`src/rv_params.svh`:
```
`ifndef RV_PARAMS_SVH
`define RV_PARAMS_SVH

// first fetch address out of reset
`define RV_RESET_PC 32'h0000_0000

// data memory depth, 32-bit words
`define RV_DMEM_WORDS 256

// data memory decodes from here upward
`define RV_DMEM_BASE 32'h0000_1000

// machine trap cause for ecall from M-mode
`define RV_CAUSE_ECALL_M 32'd11

// mstatus value after reset, MPP = machine
`define RV_MSTATUS_RESET 32'h0000_1800

`endif
```
`src/rv_regfile.sv`:
```
`timescale 1ns/10ps
`default_nettype none

module rv_regfile (
    input  logic        clk,
    input  logic [4:0]  rs1,
    input  logic [4:0]  rs2,
    input  logic [4:0]  rd,
    input  logic        we,
    input  logic [31:0] wdata,
    output logic [31:0] rs1_data,
    output logic [31:0] rs2_data
);

    logic [31:0] regs [32];  // entry 0 never written

    always_ff @(posedge clk)
    begin
        if (we && rd != 5'd0)  // drop writes to x0
        begin
            regs[rd] <= wdata;
        end
    end

    // async reads, x0 forced to zero
    assign rs1_data = (rs1 == 5'd0) ? 32'd0 : regs[rs1];
    assign rs2_data = (rs2 == 5'd0) ? 32'd0 : regs[rs2];

endmodule

`default_nettype wire

```
`config.mk`:
```
export PLATFORM = sky130hd
export DESIGN_NAME = rv_regfile
export DESIGN_NICKNAME = d
export VERILOG_FILES = /design/src/rv_params.svh /design/src/rv_regfile.sv
export SDC_FILE = /design/constraint.sdc
export NUM_CORES = 1
export LEC_CHECK = 0
export BUFFER_PORTS_ARGS = -buffer_cell sky130_fd_sc_hd__buf_2
export CELL_PAD_IN_SITES_DETAIL_PLACEMENT = 0
export CELL_PAD_IN_SITES_GLOBAL_PLACEMENT = 1
export CORE_MARGIN = 5
export CORE_UTILIZATION = 28
export DETAILED_ROUTE_END_ITERATION = 16
export PLACE_DENSITY = 0.6
export SLEW_MARGIN = 10
export SYNTH_ARGS = -nofsm -noshare
export SYNTH_HDL_FRONTEND = slang
export SYNTH_SLANG_ARGS = --single-unit
export TNS_END_PERCENT = 100
```
`constraint.sdc`:
```
create_clock -name clk -period 3.02 [get_ports clk]
set_clock_uncertainty 0.15 [all_clocks]
set_input_delay 0.604 -clock clk [delete_from_list [all_inputs] [get_ports clk]]
set_output_delay 0.604 -clock clk [all_outputs]
set_load 0.005 [all_outputs]
```
# --- After elaboration in Yosys (flattened, before gate mapping) ---
# Memory sizes are Yosys's and may differ from the RTL's.
# Index checks and enable logic that the tools add are counted.
op_classes:
  mux: 4
  reduce_logical: 4
ops:
  columns: ["cell", "count"]
  rows:
  - ["two-way mux 32 bit", 2]
  - ["zero test 5 bit", 2]
  - ["nonzero test 5 bit", 1]
  - ["two-way mux 1 bit", 2]
  - ["logical AND 1 bit", 1]
word_totals:
  reg_bits: 0
  mem_bits_rw: 1024
  in_bits: 49
  output_inout_bits: 64
  wordCells: 9
  mem_count: 1
mem_list:
  columns: ["name", "words", "word_bits", "rd", "rd_clocked_by_memory_dff", "write_ports", "line_no", "rtl"]
  rows:
  - ["regs", 32, 32, 2, 0, 1, "rv_regfile.sv:15", "logic [31:0] regs [32];"]

# --- Longest topological paths before layout ---
depth:
  ltp_word: 4
  depth_mapped: 8
  mapped_depth_nobuf: 4

# --- Least setup slack after synthesis ---
# OpenSTA, ideal clock, no wires.
synth_path:
  kind: "input port to flip-flop"
  from: "input rd[1]"
  to: "memory regs[12][0], enable pin"
  setup_time_ps: 421
  arrival_time_ps: 2603
  required_time_ps: 2449
  path_slack_ps: -154
  stages: 3
  path_buffers: 1
  cell_sequence: "or3b_2 -> clkbuf_1 -> nor2_1"
synth_via:
  elab_chain_cells: 4
synth_lines:
  columns: ["element", "line_no", "rtl"]
  rows:
  - ["start, declared", "rv_regfile.sv:8", "input logic [4:0] rd,"]
  - ["nonzero test 5 bit", "rv_regfile.sv:19", "if (we && rd != 5'd0)"]
  - ["logical AND 1 bit", "rv_regfile.sv:19", null]
  - ["two-way mux 1 bit", "rv_regfile.sv:19", null]
  - ["two-way mux 1 bit (not written as such)", "rv_regfile.sv:21", "regs[rd] <= wdata;"]
  - ["end, declared", "rv_regfile.sv:15", null]
# Parallel ways exist; a longest one is shown, timed or not.

==> run_results.csv <==
group,metric,value,unit
global_routing,grt_pass1_wl,242.0,mm
outcome,violated_checks,"setup timing",
global_routing,grt_max_degree,33,
drt,post_drt_wl_per_cell,32.36,µm
pwr,p_int,25.68,mW
drt,detail_route.wirelength.met1,68.59,mm
floorplanning,floorplan.die.height,423.7,µm
drt,avgViaCountPerCell,5.567,
cells_and_area,registers.top_by_ff_count,"regs",
pwr,peakVddDrop,0.4685,mV
pwr,switching_share,0.2380,
logic_synthesis,synth_edf_count,1024,
sta,timing.hold.ws,0.2043,ns
logic_synthesis,synth_cells,2564,
cells_and_area,area_growth,28.04,%
floorplanning,core_region,169800,µm²
drt,ant_nets,0,
worst_setup_path,crit_fanout,2,
sta,setup_ws,-0.3533,ns
placed_design,finalWeightedCongestion,0.8182,
placed_design,io_buffers,112,
drt,drt-initial-drc-count,3113,
clock_tree,clockRootBuffer,"sky130_fd_sc_hd__clkbuf_16",
pwr,power.sequential.fraction,0.473,
worst_setup_path,setup.worst_path.class,"flop to primary output",
global_routing,grt_pass1_vias,30560,
logic_synthesis,yosys_cell_types,38,
clock_tree,clk_transition_reported_paths,0.06,ns
drt,vias,29950,
sta,max_freq,296.4,MHz
floorplanning,chip_width,423.7,µm
pwr,leakage,20.50,nW
clock_tree,clock_tree_from_tritoncts,"yes",
logic_synthesis,synth_area,47930,µm²
worst_setup_path,cp-end-kind,"primary output",
placed_design,total_half_perimeter_wirelength_after_legalization_and_detailed_placement,107.9,mm
floorplanning,start_util,0.2822,
sta,timing.setup.tns,-8.298,ns
drt,detail_route.wirelength,174.1,mm
cells_and_area,drive_above_1_share,0.4492,
logic_synthesis,register_bit_total_from_synthesis,1024,
cells_and_area,final_core_util,0.3613,
sta,post-route-min-period,3.373,ns
worst_setup_path,crit_required,2.27,ns
sta,final.period_utilization,1.117,
global_routing,globalRouteTotalUtil,0.1892,
drt,met2RoutedLength,87.88,mm
sta,report.final.slew_viol_count,0,
global_routing,globalRoute.totalOverflow,0,
pwr,p_switching,8.020,mW
cells_and_area,mostFrequentLayoutCell,"sky130_fd_sc_hd__edfxtp_1",
cells_and_area,nNetsFinal,3118,
sta,relSlewSlack,0.5052,
clock_tree,cts_made_buffers,106,
pwr,pwr_density_cell,549.1,nW/µm²
cells_and_area,mostFrequentLayoutCells,"sky130_fd_sc_hd__edfxtp_1 (1024), sky130_fd_sc_hd__mux4_2 (350), sky130_fd_sc_hd__mux2i_1 (319)",
floorplanning,placement_rows,151,
drt,dr.pass1.iters,6,
worst_hold_path,min-delay-path-class,"primary input to flop",
worst_setup_path,worst-endpoint-arrival,2.62,ns
logic_synthesis,postSynth.asyncResetShare,0,
drt,route.top_layer_used,"met5",
sta,rsz_0062_raised_after_global_routing,"yes",
logic_synthesis,portion_of_the_post_synthesis_area_used_by_sequential_elements,0.6416,
sta,report.final.hold_viol_count,0,
logic_synthesis,post_synth.cell_area_avg,18.69,µm²
logic_synthesis,synth_warnings,0,
drt,post-route-drc-count,0,
sta,measured_slew_at_the_worst_slew_check_pin,0.7422,ns
logic_synthesis,dominantRegCellSynth,"sky130_fd_sc_hd__edfxtp_1",
sta,finalSetupViolCount,64,
floorplanning,io_pins,113,
clock_tree,cts_hold_buf,0,
worst_setup_path,crit_path_start_kind,"flop",
flow_run,cap_violations,0,
clock_tree,ctsLongestPathBuffers,3,
clock_tree,htree_num_levels,3,
cells_and_area,number_of_flip_flops_under_the_largest_register_name,1024,
cells_and_area,biggestRegsByFlops,"regs: 1024 flops",
global_routing,grt_antenna_before_repair,11,
drt,wl_met3,10.60,mm
cells_and_area,layout.filler_cells,15600,
outcome,status,"finished with violations",
pwr,power_frac_comb,0.113,
clock_tree,cts_num_sinks,1024,
floorplanning,dieArea,179600,µm²
pwr,power.share.clock,0.413,
[final timing paths]
kind | start | to | slack (ns) | cells after the start
setup / recovery | regs[29][8] | rs2_data[8] | -0.35 | 6
hold / removal | wdata[17] | regs[15][17] | 0.20 | 1
[cells in the mapped netlist, types with 2 or more instances]
cell type | n | share of area
sky130_fd_sc_hd__edfxtp_1 | 1024 | 0.64
sky130_fd_sc_hd__mux2i_1 | 320 | 0.067
sky130_fd_sc_hd__mux4_2 | 298 | 0.14
sky130_fd_sc_hd__clkbuf_1 | 98 | 0.0077
sky130_fd_sc_hd__nand2_1 | 83 | 0.0065
sky130_fd_sc_hd__a211oi_1 | 64 | 0.010
sky130_fd_sc_hd__a22oi_1 | 64 | 0.010
sky130_fd_sc_hd__mux2_2 | 64 | 0.015
sky130_fd_sc_hd__o221ai_1 | 64 | 0.012
sky130_fd_sc_hd__mux4_1 | 54 | 0.030
sky130_fd_sc_hd__buf_2 | 51 | 0.0053
sky130_fd_sc_hd__buf_4 | 51 | 0.0080
sky130_fd_sc_hd__o21ai_0 | 51 | 0.0053
sky130_fd_sc_hd__nor2b_1 | 37 | 0.0048
sky130_fd_sc_hd__a221oi_1 | 36 | 0.0066
sky130_fd_sc_hd__nor2_1 | 36 | 0.0028
sky130_fd_sc_hd__a21oi_1 | 32 | 0.0033
sky130_fd_sc_hd__a311oi_1 | 32 | 0.0058
sky130_fd_sc_hd__nand4_1 | 32 | 0.0042
sky130_fd_sc_hd__a221oi_2 | 19 | 0.0060
sky130_fd_sc_hd__buf_6 | 12 | 0.0028
sky130_fd_sc_hd__o2111ai_1 | 9 | 0.0016
sky130_fd_sc_hd__nand3b_1 | 6 | 0.00094
sky130_fd_sc_hd__o21ai_1 | 4 | 0.00042
sky130_fd_sc_hd__buf_1 | 3 | 0.00023
sky130_fd_sc_hd__or3b_2 | 3 | 0.00055
sky130_fd_sc_hd__and2_1 | 2 | 0.00026
sky130_fd_sc_hd__inv_1 | 2 | 0.00016
sky130_fd_sc_hd__nand3_1 | 2 | 0.00021
sky130_fd_sc_hd__or3_1 | 2 | 0.00026
sky130_fd_sc_hd__or3b_1 | 2 | 0.00037
[area by class of cell]
type / count / area, µm² / share of cell area
Clock inverter: 83 / 1023 / 0.01668
Clock buffer: 115 / 2686 / 0.04377
Antenna cell: 4 / 10.01 / 0.0001631
Inverter: 2 / 10.01 / 0.0001631
Tap cell: 2218 / 2775 / 0.04522
Multi-Input combinational cell: 1353 / 18160 / 0.2960
Timing Repair Buffer: 582 / 5951 / 0.09697
Sequential cell: 1024 / 30750 / 0.5011
[per-stage QoR]
| stage | area, µm² | cells | setup slack [ns] | total power [mW] |
|---|---|---|---|---|
| 2_1_floorplan | 48060 | 2595 | -0.1539 | 17.85 |
| 5_1_grt | 61370 | 5380 | -0.3852 | 34.70 |
| 3_5_place_dp | 54730 | 5104 | -0.5691 | 19.52 |
| 3_3_place_gp | 54730 | 5104 | -0.5879 | 19.51 |
| 4_1_cts | 60490 | 5348 | -0.3608 | 33.80 |
| 6_report | 61370 | 5381 | -0.3533 | 33.70 |
[power by group through the flow]
stage          clock network (mW)  registers (mW)  logic [mW]
4_1_cts                      14.2            15.9        3.69
2_1_floorplan                   0            16.2        1.64
3_5_place_dp                    0            16.2        3.28
3_3_place_gp                    0            16.2        3.28
6_report                     13.9            15.9        3.82
5_1_grt                      14.8            16.0        3.99
[layer usage]
| metal | vias to the layer above | track usage |
|---|---|---|
| met2 | 1384 | 0.3290 |
| met1 | 16240 | 0.2396 |
| li1 | 12010 | - |
| met3 | 312 | 0.02685 |
| met4 | 4 | 0.07221 |
| met5 | - | 0 |
[logic make-up after synthesis]
| group | synth area share |
|---|---|
| flip-flops | 0.6416 |
| multiplexers | 0.2515 |
| AO/OA/AOI/OAI | 0.06085 |
| buffers and inverters | 0.02436 |
| AND/OR/NAND/NOR | 0.02167 |
| other | 0.00007824 |
[what timing repair did]
item,4_1_cts,5_1_grt
setup buffers,64,38
gates resized for setup,402,129
pin swaps,80,75
cloned,10,0
endpoints found under the setup margin,64,64
[worst max-delay path: stages, from the launching register on]
cell                       delay [ns]
sky130_fd_sc_hd__edfxtp_1        0.43
sky130_fd_sc_hd__mux4_2          0.50
sky130_fd_sc_hd__mux2_4          0.32
sky130_fd_sc_hd__a221oi_4        0.30
sky130_fd_sc_hd__buf_6           0.17
sky130_fd_sc_hd__a211oi_4        0.04
sky130_fd_sc_hd__buf_2           0.15
No activity file was read; power rests on OpenSTA's default activity.
