==> config.mk <==
export PLATFORM = sky130hd
export DESIGN_NAME = rv_csr
export DESIGN_NICKNAME = d
export VERILOG_FILES = /design/src/rv_pkg.sv /design/src/rv_csr.sv
export VERILOG_INCLUDE_DIRS = /design/src
export SDC_FILE = /design/constraint.sdc
export NUM_CORES = 1
export LEC_CHECK = 0
export ABC_AREA = 1
export CORE_UTILIZATION = 35
export CTS_CLUSTER_DIAMETER = 120
export DETAILED_ROUTE_END_ITERATION = 8
export DONT_BUFFER_PORTS = 1
export GPL_TIMING_DRIVEN = 0
export PLACE_DENSITY = 0.48
export SLEW_MARGIN = 25
export SYNTH_ARGS = -nofsm -noshare
export SYNTH_HDL_FRONTEND = slang
export SYNTH_SLANG_ARGS = --single-unit
export TNS_END_PERCENT = 10
==> constraint.sdc <==
create_clock -name clk -period 2.2 [get_ports clk]
set_input_delay 0.66 -clock clk [delete_from_list [all_inputs] [get_ports clk]]
set_output_delay 0.66 -clock clk [all_outputs]
set_load 0.02 [all_outputs]
==> src/rv_params.svh <==
`ifndef RV_PARAMS_SVH
`define RV_PARAMS_SVH

// first fetch address out of reset
`define RV_RESET_PC 32'h0000_0000

// data memory depth, 32-bit words
`define RV_DMEM_WORDS 256

// data memory decodes from here upward
`define RV_DMEM_BASE 32'h0000_1000

// machine trap cause for ecall from M-mode
`define RV_CAUSE_ECALL_M 32'd11

// mstatus value after reset, MPP = machine
`define RV_MSTATUS_RESET 32'h0000_1800

`endif
==> src/rv_pkg.sv <==
`default_nettype none

package rv_pkg;

    typedef enum logic [6:0] {
        OP_LUI    = 7'b0110111,
        OP_AUIPC  = 7'b0010111,
        OP_JAL    = 7'b1101111,
        OP_JALR   = 7'b1100111,
        OP_BRANCH = 7'b1100011,
        OP_LOAD   = 7'b0000011,
        OP_STORE  = 7'b0100011,
        OP_IMM    = 7'b0010011,
        OP_REG    = 7'b0110011,
        OP_SYSTEM = 7'b1110011
    } opcode_e;

    typedef enum logic [3:0] {
        ALU_ADD, ALU_SUB, ALU_SLL, ALU_SLT, ALU_SLTU, ALU_XOR,
        ALU_SRL, ALU_SRA, ALU_OR, ALU_AND, ALU_PASS_B
    } alu_op_e;

    typedef enum logic [2:0] {
        BR_NONE, BR_EQ, BR_NE, BR_LT, BR_GE, BR_LTU, BR_GEU
    } br_op_e;

    // values follow the load funct3 encoding
    typedef enum logic [2:0] {
        MEM_B  = 3'b000,
        MEM_H  = 3'b001,
        MEM_W  = 3'b010,
        MEM_BU = 3'b100,
        MEM_HU = 3'b101
    } mem_size_e;

    typedef enum logic [2:0] {
        WB_NONE, WB_PC4, WB_ALU, WB_LOAD, WB_CSR
    } wb_sel_e;

    typedef enum logic [1:0] {
        CSR_NONE, CSR_WRITE, CSR_SET, CSR_CLEAR
    } csr_op_e;

    typedef struct packed {
        logic      alu_a_pc;   // operand a from pc, else rs1
        logic      alu_b_imm;  // operand b from imm, else rs2
        alu_op_e   alu_op;
        br_op_e    br_op;
        logic      is_jump;    // jal / jalr
        logic      mem_rd;
        logic      mem_wr;
        mem_size_e mem_size;
        wb_sel_e   wb_sel;
        logic      rd_we;
        csr_op_e   csr_op;
        logic      is_ecall;
        logic      is_mret;
        logic [31:0] imm;
        logic [4:0]  rs1;
        logic [4:0]  rs2;
        logic [4:0]  rd;
        logic [11:0] csr_addr;
    } ctrl_t;

    typedef struct packed {
        logic        valid;
        logic [31:0] pc;
        logic [4:0]  rd;
        logic        rd_we;    // real write, x0 excluded
        logic [31:0] wdata;    // rd value, or store data on a store
        logic        st_en;
        logic [31:0] st_addr;
    } commit_t;

endpackage

`default_nettype wire

==> src/rv_csr.sv <==
`timescale 1ns/10ps
`default_nettype none

`include "rv_params.svh"

module rv_csr (
    input  logic          clk,
    input  logic          rst,
    input  rv_pkg::ctrl_t ctrl,
    input  logic [31:0]   pc,
    input  logic [31:0]   wsrc,
    output logic [31:0]   rdata,
    output logic [31:0]   trap_pc
);
    import rv_pkg::*;

    localparam logic [11:0] CSR_MSTATUS = 12'h300;
    localparam logic [11:0] CSR_MTVEC   = 12'h305;
    localparam logic [11:0] CSR_MEPC    = 12'h341;
    localparam logic [11:0] CSR_MCAUSE  = 12'h342;

    logic [31:0] mstatus, mtvec, mepc, mcause;
    logic [31:0] wval;  // value after rw / rs / rc

    always_comb
    begin
        case (ctrl.csr_addr)
            CSR_MSTATUS: rdata = mstatus;
            CSR_MTVEC:   rdata = mtvec;
            CSR_MEPC:    rdata = mepc;
            CSR_MCAUSE:  rdata = mcause;
            default:     rdata = 32'd0;  // unimplemented reads as zero
        endcase
    end

    always_comb
    begin
        case (ctrl.csr_op)
            CSR_WRITE: wval = wsrc;
            CSR_SET:   wval = rdata | wsrc;
            CSR_CLEAR: wval = rdata & ~wsrc;
            default:   wval = rdata;
        endcase
    end

    assign trap_pc = ctrl.is_mret ? mepc : mtvec;  // ecall goes to mtvec

    always_ff @(posedge clk)
    begin
        if (rst)
        begin
            mstatus <= `RV_MSTATUS_RESET;
            mtvec   <= 32'd0;
            mepc    <= 32'd0;
            mcause  <= 32'd0;
        end
        else if (ctrl.is_ecall)
        begin
            mepc   <= pc;                 // pc of the ecall itself
            mcause <= `RV_CAUSE_ECALL_M;
        end
        else if (ctrl.csr_op != CSR_NONE)
        begin
            case (ctrl.csr_addr)
                CSR_MSTATUS: mstatus <= wval;
                CSR_MTVEC:   mtvec   <= wval;
                CSR_MEPC:    mepc    <= wval;
                CSR_MCAUSE:  mcause  <= wval;
                default: ;
            endcase
        end
    end

endmodule

`default_nettype wire

# Yosys cells after proc, flatten, opt, wreduce, memory -nomap -nowiden
# Index checks and enable logic that the tools add are counted.
# W data, S select, Z words.
[totals]
reg_bits = 128
latch_bits = 0
mem_bits_rw = 0
rom_bits = 0
input_bits = 148
output_inout_bits = 64
elab_cells = 35
memories = 0
[op_classes]
add_sub_neg = 0
n_mul = 0
div_mod_pow = 0
order_cmp = 0
n_eq_ne = 7
n_shift = 0
muxes = 9
bitwise = 4
reduce_logical = 10
[ops]
columns = ["cell", "n"]
rows = [
  ["$mux W32", 4],
  ["$pmux W32 S4", 1],
  ["$pmux W32 S3", 1],
  ["$eq A12 B10 Y1 const B", 4],
  ["$and A32 B32 Y32", 1],
  ["$not A32 Y32", 1],
  ["$or A32 B32 Y32", 1],
  ["$mux W4", 3],
  ["$reduce_bool A2 Y1", 4],
  ["$reduce_and A2 Y1", 3],
  ["$reduce_and A3 Y1", 2],
  ["$eq A2 B2 Y1 const B", 2],
  ["$eq A2 B1 Y1 const B", 1],
  ["$reduce_or A2 Y1", 1],
  ["$not A1 Y1", 1],
]

# Depth between registers and ports, before layout
[logic_depth]
word_depth = 7
mapped_depth = 12
mapped_depth_nobuf = 10

# Worst setup path before layout
# No wires, ideal clock.
[synth_timing]
kind = "input -> output"
startpoint = "input port ctrl[9] in the netlist's numbering"
endpoint = "output port rdata[14]"
t_arrival_ns = 1.709
t_required_ns = 1.540
slack_ns = -0.169
cell_stages = 9
path_buffers = 2
cell_sequence = "nand2_1 -> inv_1 -> nand2_2 -> nor2_2 -> buf_4 -> buf_4 -> nand3_1 -> o21ai_0 -> or2_2"
[synth_via]
elab_chain_cells = 2
word_cells_on_any_way = 5
classes_between = "eq/ne: 4; mux: 1"
[synth_rtl]
columns = ["element", "line_no", "source"]
rows = [
  ["start: declaration", "rv_csr.sv:9", "input rv_pkg::ctrl_t ctrl,"],
  ["$eq A12 B10 Y1", "rv_csr.sv:27", "case (ctrl.csr_addr)"],
  ["$pmux W32 S4 (*)", "rv_csr.sv:27", ""],
  ["end: declaration", "rv_csr.sv:12", "output logic [31:0] rdata,"],
]
# Mark *: on every way between the ends. The rest lies on a longest branch, timed or not.

# Final worst setup path
[layout_timing]
startpoint = "input port ctrl[11] in the netlist's numbering"
endpoint = "output port rdata[20]"
# Same word-level chain as after synthesis.

==> metrics <==
part of the power in combinational logic=0.093; Hold Path Class=in2reg; violated checks=setup timing; Rows=52; I/O Pins=~210; initial antenna violation count=0; hold violation total from the final report=0; antenna viol nets, final=0; Top delay family on crit path=simple AND/OR/NAND/NOR gates; WS Path Type=in2out; CP max-delay cell=clkbuf_4; RSZ-0062 raised after global routing=true; switch share=0.266; # clock sinks=~130; Mean Syn Cell Area=6.46 um^2; clock root cell=clkbuf_16; Worst Path Required=1.54 ns; H-tree depth=4; RePlAce Congestion=~0.81; max-slew violations=0; Worst-Margin Slew=0.752 ns; pwr/cell area=655 mW/mm^2; vias in the first global route=between 7,000 and 8,000; CTS buffer count=17; Tot Pwr=5.86 mW; vias=between 7,000 and 8,000; routed wire length=roughly 28 mm; sw power=roughly 1.6 mW; Slew Limit Headroom=0.499; run status=complete, but fails checks; GRT Overall Usage=0.270; register area share after synthesis=0.355; fin crit period=between 2 and 2.5 ns; Mapped Cells=roughly 1,100; clk_skew=approximately 0.012 ns; part of the power in registers=0.405; final core occ=0.442; largest net degree at the start of global routing=17; clock share of power=0.502; YS warnings=0; first-pass GRT wire length=about 43 mm; setup TNS=-5.85 ns; routed wire length per instance=19.7 um; Die ar.=about 0.021 mm^2; Die Wd=around 150 um; CP Launch Type=input port; IR drop worst, VDD=around 500 uV; Layout area overhead=24.0%; CTS clk-pin slew, worst paths=roughly 0.060 ns; CTS tree=built; DIE HEIGHT=146 um; Max Cap Viol=0; slack of the critical path=-0.220 ns; port bufs=0; share of layout cells above drive strength 1=0.195; Synth Cell Area=about 0.0072 mm^2; Max clock buf depth=2; Skew-Pair Late Insertion Delay=around 0.43 ns; dpl hpwl=about 19 mm; period utilisation layout=1.10; diodes inserted=0; grt total ovfl=0; FF+latch count, synth=128; core area=a little over 0.02 mm^2; most used cell, CP=nor2_4; critical-path cell list=nor2_4, nand2_4, nor2_4, nand2_2, clkbuf_4, o21ai_1, or2_4; syn_nets=roughly 1,300; final setup fails=37; P_leak=just over 4 nW; Initial Utilization=0.356; drc violations=0; internal power=4.30 mW; Worst EP arrival=around 1.8 ns; CP endpoint kind=output pin; Fmax achieved=approximately 410 MHz; Buf/Inv on CP=1; DR vias/cell=around 5.3; CP max FO=10; # nets final=approximately 1,300; initial DRC count=555; Crit path largest cell delay=between 0.2 and 0.3 ns; Initial DRT Pass Iterations=5; synth unique cells=28
-- power groups by stage --
stage / clock network, mW / logic (mW) / registers, mW
4_1_cts: 2.97 / 0.539 / 2.37
3_3_place_gp: 0 / 0.495 / 2.42
5_1_grt: 3.06 / 0.592 / 2.38
6_report: 2.94 / 0.545 / 2.37
3_5_place_dp: 0 / 0.494 / 2.42
2_1_floorplan: 0 / 0.330 / 2.42
-- layer usage --
layer	vias to the layer above	global-route usage	routed length (um)
met1	3606	0.342	12200
met5	-	0	0
li1	3693	-	-
met2	271	0.450	13300
met3	52	0.0498	1910
met4	0	0.115	814
-- stage by stage --
| step | setup slack [ns] | hold WS, ns | cells | area, um^2 |
|---|---|---|---|---|
| detailed placement | -0.738 | 0.454 | 1387 | 7770 |
| CTS | -0.230 | 0.451 | 1431 | 8880 |
| global placement | -0.727 | 0.456 | 1387 | 7770 |
| finish | -0.220 | 0.460 | 1432 | 8940 |
| global route | -0.284 | 0.470 | 1432 | 8940 |
| floorplan | -0.0630 | 0.441 | 1117 | 7430 |
-- cell usage in the layout, fill, tap and decap left out, types with 2 or more instances in the layout --
master,count
clkbuf_16,17
o21bai_1,27
buf_1,2
nand2_2,14
buf_2,15
inv_1,186
or2_4,30
clkbuf_1,30
o21ai_2,57
nand3_2,6
o21ai_1,68
dfxtp_1,128
bufinv_16,3
clkinv_2,4
clkbuf_2,4
a21oi_2,3
inv_2,5
buf_4,10
nor2_4,7
nor2_2,2
nand2_1,130
o211ai_1,3
buf_8,9
clkbuf_4,4
nand2_4,3
nand3_1,73
a21oi_1,92
clkinvlp_4,5
nand4_1,3
nor2_1,50
clkbuf_8,5
o21ai_0,142
buf_12,4
buf_6,6
o21ai_4,7
-- timing repair --
action | 4_1_cts | 5_1_grt
pin swaps | 25 | 6
resized for setup | 154 | 18
buffers inserted | 10 | 1
hold buffers | 0 | 0
cloned | 2 | 0
endpoints found under the setup margin | 73 | 64
-- layout make-up --
| class | instances | area (um^2) |
|---|---|---|
| well taps | 270 | 338 |
| repair buffers | 13 | 155 |
| inverters | 192 | 723 |
| plain buffers | 76 | 536 |
| fillers | 2166 | 11300 |
| multi-input cells | 721 | 4030 |
| flip-flops and latches | 128 | 2560 |
| clock inverters | 14 | 165 |
| clock buffers | 18 | 439 |
-- kinds of logic (layout without fill, tap and decap cells) --
kind of cell	count (synthesis)	count (layout)	synth area share
AOI/OAI and AO/OA	399	399	0.287
xor gates and xnor gates	1	1	0.00121
buffers and inverters	268	313	0.148
DFF	128	128	0.355
and+or+nand+nor	321	321	0.208
-- cells in the mapped netlist, drive strengths merged --
| library cell | count | share of area |
|---|---|---|
| a21oi | 95 | 0.066 |
| o21bai | 27 | 0.028 |
| or2 | 30 | 0.026 |
| nand3 | 79 | 0.056 |
| nand2 | 147 | 0.082 |
| dfxtp | 128 | 0.36 |
| nor2 | 60 | 0.038 |
| o21ai | 274 | 0.19 |
| buf | 34 | 0.026 |
| xor2 | 1 | 0.0012 |
| inv | 192 | 0.10 |
| o211ai | 3 | 0.0031 |
| nand4 | 3 | 0.0026 |
| clkbuf | 42 | 0.022 |
| nor3 | 2 | 0.0036 |
-- registers in the layout, indices dropped and copies added, names as in the netlist --
register / flops
mstatus: 32
mcause: 32
mtvec: 32
mepc: 32
-- tightest hold or removal path: stages --
cell	delay (ns)
nand2_1	0.03
o21ai_0	0.06
a21oi_1	0.04
nor2_1	0.07
-- worst paths after layout --
| kind | end | slack [ns] | start | cells past startpoint |
|---|---|---|---|---|
| max | rdata[20] | -0.22 | ctrl[11] | 7 |
| min | mepc[27] | 0.46 | pc[27] | 4 |
| max reg2reg | mcause[11] | 0.97 | mtvec[11] | 7 |
| min reg2reg | mstatus[12] | 0.47 | mstatus[12] | 2 |
Power figures use the tool's default switching activity.
