[config.mk]
export PLATFORM = sky130hd
export DESIGN_NAME = rv_decode
export DESIGN_NICKNAME = d
export VERILOG_FILES = /design/src/rv_params.svh /design/src/rv_pkg.sv /design/src/rv_decode.sv
export SDC_FILE = /design/constraint.sdc
export NUM_CORES = 1
export LEC_CHECK = 0
export BUFFER_PORTS_ARGS = -buffer_cell sky130_fd_sc_hd__buf_2
export CAP_MARGIN = 20
export CORE_MARGIN = 3
export CORE_UTILIZATION = 37
export DETAILED_ROUTE_END_ITERATION = 16
export PLACE_DENSITY = 0.81
export SYNTH_ARGS = -nofsm -noshare
export SYNTH_HDL_FRONTEND = slang
export SYNTH_SLANG_ARGS = --single-unit
export TNS_END_PERCENT = 100
[constraint.sdc]
create_clock -name vclk -period 3.32
set_input_delay 0.83 -clock vclk [all_inputs]
set_output_delay 0.83 -clock vclk [all_outputs]
set_load 0.02 [all_outputs]
[src/rv_params.svh]
`ifndef RV_PARAMS_SVH
`define RV_PARAMS_SVH

// first fetch address out of reset
`define RV_RESET_PC 32'h0000_0000

// data memory depth, 32-bit words
`define RV_DMEM_WORDS 256

// data memory decodes from here upward
`define RV_DMEM_BASE 32'h0000_1000

// machine trap cause for ecall from M-mode
`define RV_CAUSE_ECALL_M 32'd11

// mstatus value after reset, MPP = machine
`define RV_MSTATUS_RESET 32'h0000_1800

`endif
[src/rv_pkg.sv]
`default_nettype none

package rv_pkg;

    typedef enum logic [6:0] {
        OP_LUI    = 7'b0110111,
        OP_AUIPC  = 7'b0010111,
        OP_JAL    = 7'b1101111,
        OP_JALR   = 7'b1100111,
        OP_BRANCH = 7'b1100011,
        OP_LOAD   = 7'b0000011,
        OP_STORE  = 7'b0100011,
        OP_IMM    = 7'b0010011,
        OP_REG    = 7'b0110011,
        OP_SYSTEM = 7'b1110011
    } opcode_e;

    typedef enum logic [3:0] {
        ALU_ADD, ALU_SUB, ALU_SLL, ALU_SLT, ALU_SLTU, ALU_XOR,
        ALU_SRL, ALU_SRA, ALU_OR, ALU_AND, ALU_PASS_B
    } alu_op_e;

    typedef enum logic [2:0] {
        BR_NONE, BR_EQ, BR_NE, BR_LT, BR_GE, BR_LTU, BR_GEU
    } br_op_e;

    // values follow the load funct3 encoding
    typedef enum logic [2:0] {
        MEM_B  = 3'b000,
        MEM_H  = 3'b001,
        MEM_W  = 3'b010,
        MEM_BU = 3'b100,
        MEM_HU = 3'b101
    } mem_size_e;

    typedef enum logic [2:0] {
        WB_NONE, WB_PC4, WB_ALU, WB_LOAD, WB_CSR
    } wb_sel_e;

    typedef enum logic [1:0] {
        CSR_NONE, CSR_WRITE, CSR_SET, CSR_CLEAR
    } csr_op_e;

    typedef struct packed {
        logic      alu_a_pc;   // operand a from pc, else rs1
        logic      alu_b_imm;  // operand b from imm, else rs2
        alu_op_e   alu_op;
        br_op_e    br_op;
        logic      is_jump;    // jal / jalr
        logic      mem_rd;
        logic      mem_wr;
        mem_size_e mem_size;
        wb_sel_e   wb_sel;
        logic      rd_we;
        csr_op_e   csr_op;
        logic      is_ecall;
        logic      is_mret;
        logic [31:0] imm;
        logic [4:0]  rs1;
        logic [4:0]  rs2;
        logic [4:0]  rd;
        logic [11:0] csr_addr;
    } ctrl_t;

    typedef struct packed {
        logic        valid;
        logic [31:0] pc;
        logic [4:0]  rd;
        logic        rd_we;    // real write, x0 excluded
        logic [31:0] wdata;    // rd value, or store data on a store
        logic        st_en;
        logic [31:0] st_addr;
    } commit_t;

endpackage

`default_nettype wire

[src/rv_decode.sv]
`timescale 1ns/10ps
`default_nettype none

module rv_decode (
    input  logic [31:0]   inst,
    output rv_pkg::ctrl_t ctrl
);
    import rv_pkg::*;

    opcode_e     opcode;
    logic [2:0]  funct3;
    logic [6:0]  funct7;
    logic [31:0] imm_i, imm_s, imm_b, imm_u, imm_j;

    // funct3 to alu op, alt picks sub / sra
    function automatic alu_op_e alu_from_f3(input logic [2:0] f3, input logic alt);
        alu_op_e op;
        case (f3)
            3'b000:  op = alt ? ALU_SUB : ALU_ADD;
            3'b001:  op = ALU_SLL;
            3'b010:  op = ALU_SLT;
            3'b011:  op = ALU_SLTU;
            3'b100:  op = ALU_XOR;
            3'b101:  op = alt ? ALU_SRA : ALU_SRL;
            3'b110:  op = ALU_OR;
            default: op = ALU_AND;
        endcase
        return op;
    endfunction

    assign opcode = opcode_e'(inst[6:0]);
    assign funct3 = inst[14:12];
    assign funct7 = inst[31:25];

    assign imm_i = {{20{inst[31]}}, inst[31:20]};
    assign imm_s = {{20{inst[31]}}, inst[31:25], inst[11:7]};
    assign imm_b = {{19{inst[31]}}, inst[31], inst[7], inst[30:25], inst[11:8], 1'b0};
    assign imm_u = {inst[31:12], 12'h000};
    assign imm_j = {{11{inst[31]}}, inst[31], inst[19:12], inst[20], inst[30:21], 1'b0};

    always_comb
    begin
        ctrl          = '0;           // all enables low by default
        ctrl.rs1      = inst[19:15];
        ctrl.rs2      = inst[24:20];
        ctrl.rd       = inst[11:7];
        ctrl.csr_addr = inst[31:20];
        case (opcode)
            OP_LUI:
            begin
                ctrl.alu_b_imm = 1'b1;
                ctrl.alu_op    = ALU_PASS_B;
                ctrl.imm       = imm_u;
                ctrl.wb_sel    = WB_ALU;
                ctrl.rd_we     = 1'b1;
            end
            OP_AUIPC:
            begin
                ctrl.alu_a_pc  = 1'b1;  // pc + imm_u
                ctrl.alu_b_imm = 1'b1;
                ctrl.imm       = imm_u;
                ctrl.wb_sel    = WB_ALU;
                ctrl.rd_we     = 1'b1;
            end
            OP_JAL:
            begin
                ctrl.alu_a_pc  = 1'b1;  // target = pc + imm_j
                ctrl.alu_b_imm = 1'b1;
                ctrl.imm       = imm_j;
                ctrl.is_jump   = 1'b1;
                ctrl.wb_sel    = WB_PC4;  // link
                ctrl.rd_we     = 1'b1;
            end
            OP_JALR:
            begin
                if (funct3 == 3'b000)
                begin
                    ctrl.alu_b_imm = 1'b1;  // target = rs1 + imm_i
                    ctrl.imm       = imm_i;
                    ctrl.is_jump   = 1'b1;
                    ctrl.wb_sel    = WB_PC4;
                    ctrl.rd_we     = 1'b1;
                end
            end
            OP_BRANCH:
            begin
                ctrl.alu_a_pc  = 1'b1;  // alu computes the target
                ctrl.alu_b_imm = 1'b1;
                ctrl.imm       = imm_b;
                case (funct3)
                    3'b000:  ctrl.br_op = BR_EQ;
                    3'b001:  ctrl.br_op = BR_NE;
                    3'b100:  ctrl.br_op = BR_LT;
                    3'b101:  ctrl.br_op = BR_GE;
                    3'b110:  ctrl.br_op = BR_LTU;
                    3'b111:  ctrl.br_op = BR_GEU;
                    default: ctrl.br_op = BR_NONE;  // 010/011 reserved
                endcase
            end
            OP_LOAD:
            begin
                if (funct3 inside {3'b000, 3'b001, 3'b010, 3'b100, 3'b101})
                begin
                    ctrl.alu_b_imm = 1'b1;
                    ctrl.imm       = imm_i;
                    ctrl.mem_rd    = 1'b1;
                    ctrl.mem_size  = mem_size_e'(funct3);
                    ctrl.wb_sel    = WB_LOAD;
                    ctrl.rd_we     = 1'b1;
                end
            end
            OP_STORE:
            begin
                if (funct3 inside {3'b000, 3'b001, 3'b010})  // sb sh sw
                begin
                    ctrl.alu_b_imm = 1'b1;
                    ctrl.imm       = imm_s;
                    ctrl.mem_wr    = 1'b1;
                    ctrl.mem_size  = mem_size_e'(funct3);
                end
            end
            OP_IMM:
            begin
                ctrl.alu_b_imm = 1'b1;
                ctrl.imm       = imm_i;
                ctrl.alu_op    = alu_from_f3(funct3, (funct3 == 3'b101) && inst[30]);
                ctrl.wb_sel    = WB_ALU;
                ctrl.rd_we     = 1'b1;
            end
            OP_REG:
            begin
                // only 0000000, or 0100000 for sub / sra
                if (funct7 == 7'b0000000 ||
                    (funct7 == 7'b0100000 && (funct3 == 3'b000 || funct3 == 3'b101)))
                begin
                    ctrl.alu_op = alu_from_f3(funct3, inst[30]);
                    ctrl.wb_sel = WB_ALU;
                    ctrl.rd_we  = 1'b1;
                end
            end
            OP_SYSTEM:
            begin
                case (funct3)
                    3'b000:
                    begin
                        ctrl.is_ecall = (inst == 32'h0000_0073);
                        ctrl.is_mret  = (inst == 32'h3020_0073);
                    end
                    3'b001, 3'b010, 3'b011:
                    begin
                        ctrl.csr_op = csr_op_e'(funct3[1:0]);  // rw / rs / rc
                        ctrl.wb_sel = WB_CSR;                  // old value to rd
                        ctrl.rd_we  = 1'b1;
                    end
                    default: ;
                endcase
            end
            default: ;  // unknown opcode, retires as a no-op
        endcase
    end

endmodule

`default_nettype wire

== Word level (Yosys, flattened, before mapping) ==
Cells that the tools add are included.
W data, S select, Z words.

* Register bits: 0
* Input bits: 32
* Output and inout port bits: 82
* Word-level logic and storage cells: 64

* Equal/unequal tests: 20
* Muxes and demuxes: 31
* Reductions and logical operators: 13

{| class="wikitable"
|+ Operators by type and width
! cell !! number
|-
| $pmux W32 S7 || 1
|-
| $mux W32 || 3
|-
| $pmux W4 S7 || 2
|-
| $eq A32 B30 Y1 const B || 1
|-
| $eq A32 B7 Y1 const B || 1
|-
| $eq A7 B6 Y1 const B || 4
|-
| $eq A7 B7 Y1 const B || 4
|-
| $pmux W4 S6 || 1
|-
| $pmux W3 S6 || 1
|-
| $eq A7 B5 Y1 const B || 2
|-
| $eq A3 B3 Y1 const B || 4
|-
| $mux W4 || 3
|-
| $pmux W4 S3 || 1
|-
| $mux W1 || 10
|-
| $reduce_or A3 Y1 || 3
|-
| $eq A7 B2 Y1 const B || 1
|-
| $logic_not A7 Y1 || 1
|-
| $mux W7 || 1
|-
| $eq A3 B2 Y1 const B || 2
|-
| $mux W3 || 2
|-
| $mux W6 || 1
|-
| $pmux W3 S2 || 1
|-
| $reduce_bool A5 Y1 || 1
|-
| $reduce_or A5 Y1 || 1
|-
| 9 further kinds || 12
|}

== Depth between registers and ports, before layout ==
Gate-level depths: netlist of run 1.

* Depth in word-level cells: 6
* Gate-level depth with buffers: 6
* Gate-level depth less buffers: 4

== Least setup slack after synthesis of run 1 ==
No wires, ideal clock.

* Path kind: input-to-output
* Start point: in inst[3]
* End point: out ctrl[60] in the netlist's numbering
* Data arrival time: 2,655 ps
* Data required time: 2,490 ps
* Slack: -165 ps
* Stages: 5
* Cells stage by stage: buf_6 > nand4bb_4 > or4_4 > or4_4 > nor4_2

{| class="wikitable"
|+ RTL lines
! what !! RTL line !! source
|-
| start, declared || rv_decode.sv:5 || <nowiki>input logic [31:0] inst,</nowiki>
|-
| end, declared || rv_decode.sv:6 || <nowiki>output rv_pkg::ctrl_t ctrl</nowiki>
|}

==> run_summary.xml, run 1 <==
<?xml version="1.0" encoding="UTF-8"?>
<metrics>
  <group name="status">
    <metric name="run_status" unit="">finished with violations</metric>
    <metric name="violations_in_the_final_reports" unit="">negative setup slack</metric>
  </group>
  <group name="worst_setup_path">
    <metric name="critical_path.endpoint_type" unit="">primary output</metric>
    <metric name="setup.worst_path.start_class" unit="">primary input</metric>
    <metric name="crit_chain" unit="">buf_6 &gt; or4_4 &gt; or4_1 &gt; or4_4 &gt; nor4_4 &gt; buf_4</metric>
    <metric name="timing.setup.critical_path_class" unit="">primary input to primary output</metric>
    <metric name="critPathMaxStageDelay" unit="ns">0.53</metric>
    <metric name="critical-path-slowest-cell" unit="">or4_4</metric>
    <metric name="critPathMaxFanout" unit="">2</metric>
    <metric name="worst_ep_arrival_time" unit="ns">2.67</metric>
    <metric name="crit_top_cell" unit="">or4_4</metric>
    <metric name="required" unit="ns">2.49</metric>
  </group>
  <group name="timing">
    <metric name="timing.final.max_slew_violations" unit="">0</metric>
    <metric name="share_of_the_clock_period_used_by_the_worst_path" unit="%">105</metric>
    <metric name="setup-violations-final" unit="">6</metric>
    <metric name="tightest_slew" unit="ns">0.543</metric>
    <metric name="max_freq" unit="MHz">286</metric>
    <metric name="timing.final.hold_violations" unit="">0</metric>
    <metric name="period_minus_slack" unit="ns">3.50</metric>
    <metric name="totalNegativeSetupSlack" unit="ns">-0.414</metric>
    <metric name="grt_setup_unrepaired" unit="">true</metric>
    <metric name="worst_slew_margin_rel" unit="%">63.5</metric>
    <metric name="hold-worst-slack" unit="ns">1.91</metric>
    <metric name="layout_setup_ws" unit="ns">-0.175</metric>
  </group>
  <group name="finish">
    <metric name="final_nets" unit="">313</metric>
    <metric name="layout-drive-gt1-share" unit="%">57.7</metric>
    <metric name="areaGrowthSynthToFinish" unit="%">66.0</metric>
    <metric name="n_sequential_cell" unit="">0</metric>
    <metric name="antenna_cells_inserted" unit="">0</metric>
    <metric name="num-clock-buffers" unit="">0</metric>
    <metric name="reg_area" unit="um2">0</metric>
    <metric name="finish.utilization" unit="%">68.1</metric>
  </group>
  <group name="grt">
    <metric name="grt_pass1_vias" unit="">1352</metric>
    <metric name="largest_net_degree_at_the_start_of_global_routing" unit="">17</metric>
    <metric name="overflow" unit="">0</metric>
    <metric name="grt_util_all_layers" unit="%">21.4</metric>
    <metric name="global_route_wire_length_before_repair" unit="um">6180</metric>
    <metric name="antenna_violations_before_repair" unit="">0</metric>
  </group>
  <group name="die">
    <metric name="core_region_area" unit="um2">2640</metric>
    <metric name="start_util" unit="%">41.0</metric>
    <metric name="dieHeight" unit="um">60.1</metric>
    <metric name="io_pins" unit="">114</metric>
    <metric name="num_rows" unit="">18</metric>
    <metric name="fp.dieW" unit="um">60.1</metric>
    <metric name="die_area" unit="um2">3610</metric>
  </group>
  <group name="logic_synthesis">
    <metric name="synth.area.mux_share" unit="%">0.926</metric>
    <metric name="syn_area" unit="um2">1080</metric>
    <metric name="synth.net_count" unit="">203</metric>
    <metric name="yosys_warnings" unit="">0</metric>
    <metric name="synth_area_per_cell" unit="um2">6.32</metric>
    <metric name="synth_top_family_by_area" unit="">simple AND/OR/NAND/NOR gates</metric>
    <metric name="synthXorXnorAreaFrac" unit="%">0.810</metric>
    <metric name="yosys.area_share.adder" unit="%">0</metric>
    <metric name="synth_compound_gate_area_share" unit="%">30.8</metric>
    <metric name="synth-simple-area-share" unit="%">42.4</metric>
    <metric name="synth_cells" unit="">171</metric>
    <metric name="ys_seq_area_share" unit="%">0</metric>
    <metric name="number_of_distinct_standard_cells_referenced_by_the_synthesized_netlist" unit="">43</metric>
  </group>
  <group name="run">
    <metric name="reported_max_cap_violation_count" unit="">0</metric>
  </group>
  <group name="hold_path">
    <metric name="holdPathEnd" unit="">ctrl[24]</metric>
    <metric name="hold_path_startpoint" unit="">inst[17]</metric>
    <metric name="whs_path_depth" unit="">2</metric>
    <metric name="worstHoldPathType" unit="">primary input to primary output</metric>
  </group>
  <group name="pwr">
    <metric name="power.density_cell_area" unit="nW/um2">92.8</metric>
    <metric name="power" unit="W">0.000167</metric>
    <metric name="static-leakage-power" unit="nW">1.20</metric>
    <metric name="irDropWorstVdd" unit="uV">87.8</metric>
  </group>
  <group name="placed_design">
    <metric name="minimum_setup_slack_after_placement" unit="ns">-0.279</metric>
    <metric name="portBuffers" unit="">114</metric>
    <metric name="gpl.final_weighted_congestion" unit="">0.925</metric>
    <metric name="total_half_perimeter_wirelength_after_legalization_and_detailed_placement" unit="um">3450</metric>
  </group>
  <group name="routing">
    <metric name="postRouteWirelength" unit="um">4230</metric>
    <metric name="routed-via-count" unit="">1633</metric>
    <metric name="viasPerCell" unit="">5.28</metric>
    <metric name="drtAntennaViolNets" unit="">0</metric>
    <metric name="initialDrtViolationCount" unit="">155</metric>
    <metric name="average_wire_length_per_cell_after_detail_routing" unit="um">13.7</metric>
    <metric name="drt_drc_violations_left" unit="">0</metric>
    <metric name="drt_first_pass_iters" unit="">4</metric>
  </group>
  <group name="clock_network">
    <metric name="cts-hold-fix-buffers" unit="">0</metric>
  </group>
</metrics>
[worst max-delay path: cells and delay by family]
kind | cells | cell delay (ns)
buf+inv | 2 | 0.28
simple gates | 4 | 1.56
[repair_timing]
action	4_1_cts	5_1_grt
pin swaps	2	6
gates resized for setup	8	19
gates cloned	0	0
buffers inserted	0	2
endpoints found under the setup margin	8	33
[cells in the final DEF (no fill, tap or decap), drive strengths merged, types with 2 or more instances in the layout]
cell	Yosys	routed
and3	5	5
a22o	5	5
a21o	13	13
nor3	6	6
o21ai	13	13
nor3b	3	3
nor4	6	6
nand2	22	22
nand3	7	7
and2	5	5
a211oi	3	3
nor2	9	9
or4	5	5
a21oi	2	2
buf	29	144
nor2b	2	2
a31oi	3	3
inv	7	7
[where the power goes]
| part | internal, W | total (W) | switching, W |
|---|---|---|---|
| clock | 0 | 0 | 0 |
| combinational | 0.0000668 | 0.000167 | 0.0000997 |
| sequential | 0 | 0 | 0 |
[stage by stage]
stage / instances / cell area (um2)
4_1_cts: 307 / 1710
2_1_floorplan: 171 / 1090
6_report: 309 / 1790
3_3_place_gp: 307 / 1670
3_5_place_dp: 307 / 1670
5_1_grt: 309 / 1790
[cells by family (layout without fill, tap and decap cells)]
group | count (synthesis) | after routing
AO/OA/AOI/OAI | 47 | 47
XOR/XNOR | 1 | 1
buffers and inverters | 43 | 151
multiplexers | 1 | 1
AND/OR/NAND/NOR | 79 | 79
[area by class of cell]
cell class,instances,area [um2]
well taps,30,37.5
multi-input cells,128,887
fillers,249,841
inverters,7,26.3
repair buffers,144,843
[synth_stat cells, drive strengths merged (5+ instances only)]
master  count  share of area [%]
a21o       13                9.1
a22o        5                4.1
and2        5                2.9
and3        5                2.9
buf        29                 20
clkbuf      7                2.4
inv         7                2.4
nand2      22                7.6
nand3       7                3.2
nor2        9                3.1
nor3        6                2.8
nor4        6                4.1
o21ai      13                6.0
or4         5                4.2
[metal layers]
| metal | part of all wire, % | GRT usage (%) | vias up |
|---|---|---|---|
| met3 | 8.1 | 0.864 | 0 |
| li1 | - | - | 814 |
| met4 | 0 | 0.949 | 0 |
| met2 | 48 | 36.9 | 81 |
| met1 | 43 | 30.7 | 738 |
| met5 | 0 | 0 | - |
[worst max path at each step]
stage	start	to	slack, ns
floorplan	inst[3]	ctrl[60]	-0.06
global placement	inst[31]	ctrl[60]	-0.24
detailed placement	inst[31]	ctrl[60]	-0.28
CTS	inst[31]	ctrl[60]	-0.17
global route	inst[31]	ctrl[60]	-0.22
finish	inst[31]	ctrl[60]	-0.18
Power figures use the tool's default switching activity.
==> run 2: changes to the inputs <==
--- a/config.mk
+++ b/config.mk
@@ -11,6 +11,7 @@
 export CORE_UTILIZATION = 37
 export DETAILED_ROUTE_END_ITERATION = 16
 export PLACE_DENSITY = 0.81
+export SETUP_SLACK_MARGIN = 0.1
 export SYNTH_ARGS = -nofsm -noshare
 export SYNTH_HDL_FRONTEND = slang
 export SYNTH_SLANG_ARGS = --single-unit
==> run 2 against run 1 <==
Effect of this change:
- sequential cell count unchanged
- highest routed layer is now met4
- the run still ends with negative setup slack left
- critical path type unchanged
- final area up 12%
- clock-buffer cell count unchanged
- total power up 8.8%
==> run_summary.xml, run 2 (synthesis results as in run 1) <==
<?xml version="1.0" encoding="UTF-8"?>
<metrics>
  <group name="run">
    <metric name="reported_max_cap_violation_count" unit="">0</metric>
  </group>
  <group name="die">
    <metric name="io_pins" unit="">114</metric>
    <metric name="die_area" unit="um2">3610</metric>
    <metric name="fp.dieW" unit="um">60.1</metric>
    <metric name="start_util" unit="%">41.0</metric>
    <metric name="core_region_area" unit="um2">2640</metric>
    <metric name="num_rows" unit="">18</metric>
    <metric name="dieHeight" unit="um">60.1</metric>
  </group>
  <group name="hold_path">
    <metric name="whs_path_depth" unit="">2</metric>
    <metric name="holdPathEnd" unit="">ctrl[26]</metric>
    <metric name="hold_path_startpoint" unit="">inst[19]</metric>
    <metric name="worstHoldPathType" unit="">primary input to primary output</metric>
  </group>
  <group name="worst_setup_path">
    <metric name="critPathTopFamily" unit="">simple AND/OR/NAND/NOR gates</metric>
    <metric name="crit_top_cell" unit="">or4_4</metric>
    <metric name="crit_chain" unit="">buf_6 &gt; or4_4 &gt; or4_4 &gt; or4_4 &gt; nor4_4 &gt; buf_4</metric>
    <metric name="critical_path.endpoint_type" unit="">primary output</metric>
    <metric name="critPathMaxStageDelay" unit="ns">0.53</metric>
    <metric name="cp.buffers_inverters" unit="">2</metric>
    <metric name="worst_ep_arrival_time" unit="ns">2.66</metric>
    <metric name="required" unit="ns">2.49</metric>
    <metric name="setup.worst_path.start_class" unit="">primary input</metric>
    <metric name="critPathMaxFanout" unit="">2</metric>
    <metric name="critical-path-slowest-cell" unit="">or4_4</metric>
    <metric name="timing.setup.critical_path_class" unit="">primary input to primary output</metric>
  </group>
  <group name="finish">
    <metric name="layout.cells.most_common" unit="">buf_2</metric>
    <metric name="areaGrowthSynthToFinish" unit="%">85.8</metric>
    <metric name="reg_area" unit="um2">0</metric>
    <metric name="layout-drive-gt1-share" unit="%">63.1</metric>
    <metric name="n_sequential_cell" unit="">0</metric>
    <metric name="fillCellCount" unit="">221</metric>
    <metric name="layout.cells.most_common_list" unit="">93 x buf_2, 38 x buf_4, 21 x buf_6</metric>
    <metric name="final_nets" unit="">321</metric>
    <metric name="postLayoutCellArea" unit="um2">2010</metric>
    <metric name="num-clock-buffers" unit="">0</metric>
    <metric name="antenna_cells_inserted" unit="">0</metric>
    <metric name="finish.cell_count_without_fillers" unit="">317</metric>
  </group>
  <group name="status">
    <metric name="violations_in_the_final_reports" unit="">negative setup slack</metric>
    <metric name="run_status" unit="">finished with violations</metric>
  </group>
  <group name="routing">
    <metric name="initialDrtViolationCount" unit="">136</metric>
    <metric name="drt_drc_violations_left" unit="">0</metric>
    <metric name="average_wire_length_per_cell_after_detail_routing" unit="um">15.4</metric>
    <metric name="drt_first_pass_iters" unit="">4</metric>
    <metric name="postRouteWirelength" unit="um">4880</metric>
    <metric name="routed-via-count" unit="">1757</metric>
    <metric name="drtAntennaViolNets" unit="">0</metric>
    <metric name="viasPerCell" unit="">5.54</metric>
  </group>
  <group name="pwr">
    <metric name="power.density_cell_area" unit="nW/um2">90.2</metric>
    <metric name="irDropWorstVdd" unit="uV">92.0</metric>
    <metric name="static-leakage-power" unit="nW">1.26</metric>
  </group>
  <group name="placed_design">
    <metric name="gpl.final_weighted_congestion" unit="">0.842</metric>
    <metric name="total_half_perimeter_wirelength_after_legalization_and_detailed_placement" unit="um">3610</metric>
    <metric name="placement.cell_area" unit="um2">1690</metric>
    <metric name="minimum_setup_slack_after_placement" unit="ns">-0.269</metric>
    <metric name="dp.cells" unit="">309</metric>
    <metric name="portBuffers" unit="">114</metric>
  </group>
  <group name="timing">
    <metric name="period_minus_slack" unit="ns">3.49</metric>
    <metric name="setup-violations-final" unit="">7</metric>
    <metric name="totalNegativeSetupSlack" unit="ns">-0.531</metric>
    <metric name="max_freq" unit="MHz">287</metric>
    <metric name="timing.final.max_slew_violations" unit="">0</metric>
    <metric name="worst_slew_margin_rel" unit="%">63.9</metric>
    <metric name="timing.final.hold_violations" unit="">0</metric>
    <metric name="share_of_the_clock_period_used_by_the_worst_path" unit="%">105</metric>
    <metric name="tightest_slew" unit="ns">0.540</metric>
    <metric name="grt_setup_unrepaired" unit="">true</metric>
    <metric name="layout_setup_ws" unit="ns">-0.166</metric>
  </group>
  <group name="grt">
    <metric name="grt_pass1_vias" unit="">1449</metric>
    <metric name="global_route_wire_length_before_repair" unit="um">6730</metric>
    <metric name="antenna_violations_before_repair" unit="">0</metric>
    <metric name="overflow" unit="">0</metric>
    <metric name="grt_util_all_layers" unit="%">23.5</metric>
    <metric name="largest_net_degree_at_the_start_of_global_routing" unit="">14</metric>
  </group>
</metrics>
## run 2: cell types whose count changed in the layout (fill, tap and decap cells not counted), sizes merged
cell	change
buf	+8
## run 2: cell type report
class | instances | area, um2 | area share (%)
Timing Repair Buffer | 152 | 987 | 49.2
Multi-Input combinational cell | 128 | 957 | 47.7
Tap cell | 30 | 37.5 | 1.87
Inverter | 7 | 26.3 | 1.31
## run 2: stage by stage
stage,utilization (%),hold WS [ns],power (W)
global route,76.2,1.92,0.000195
floorplan,-,1.70,0.0000976
detailed placement,64.1,1.91,0.000159
global placement,64.1,1.91,0.000157
finish,76.2,1.90,0.000181
CTS,68.4,1.91,0.000167
## run 2: routing by layer
metal | global-route usage [%] | vias to the layer above | wire length [um]
li1 | - | 834 | -
met1 | 30.9 | 821 | 1970
met5 | 0 | - | 0
met4 | 0.949 | 0 | 23
met3 | 1.30 | 2 | 416
met2 | 43.7 | 100 | 2470
## run 2: worst max-delay path by stage
stage,depth (start not counted),end,start,slack (ns)
6_report,6,ctrl[60],inst[31],-0.17
3_5_place_dp,6,ctrl[60],inst[31],-0.27
4_1_cts,6,ctrl[60],inst[31],-0.17
5_1_grt,6,ctrl[60],inst[31],-0.22
2_1_floorplan,5,ctrl[60],inst[3],-0.06
3_3_place_gp,6,ctrl[60],inst[31],-0.24
## run 2: what timing repair did
action,in CTS,in global routing
setup endpoints to repair,32,27
gates resized for setup,23,44
buffers inserted,1,6
pin swaps,8,9
cloned,0,1
hold buffers,0,0
## run 2: power breakdown
| group | total (W) | internal, W | switching, W |
|---|---|---|---|
| registers | 0 | 0 | 0 |
| logic | 0.000181 | 0.0000748 | 0.000106 |
| clock network | 0 | 0 | 0 |
| total | 0.000181 | 0.0000748 | 0.000106 |
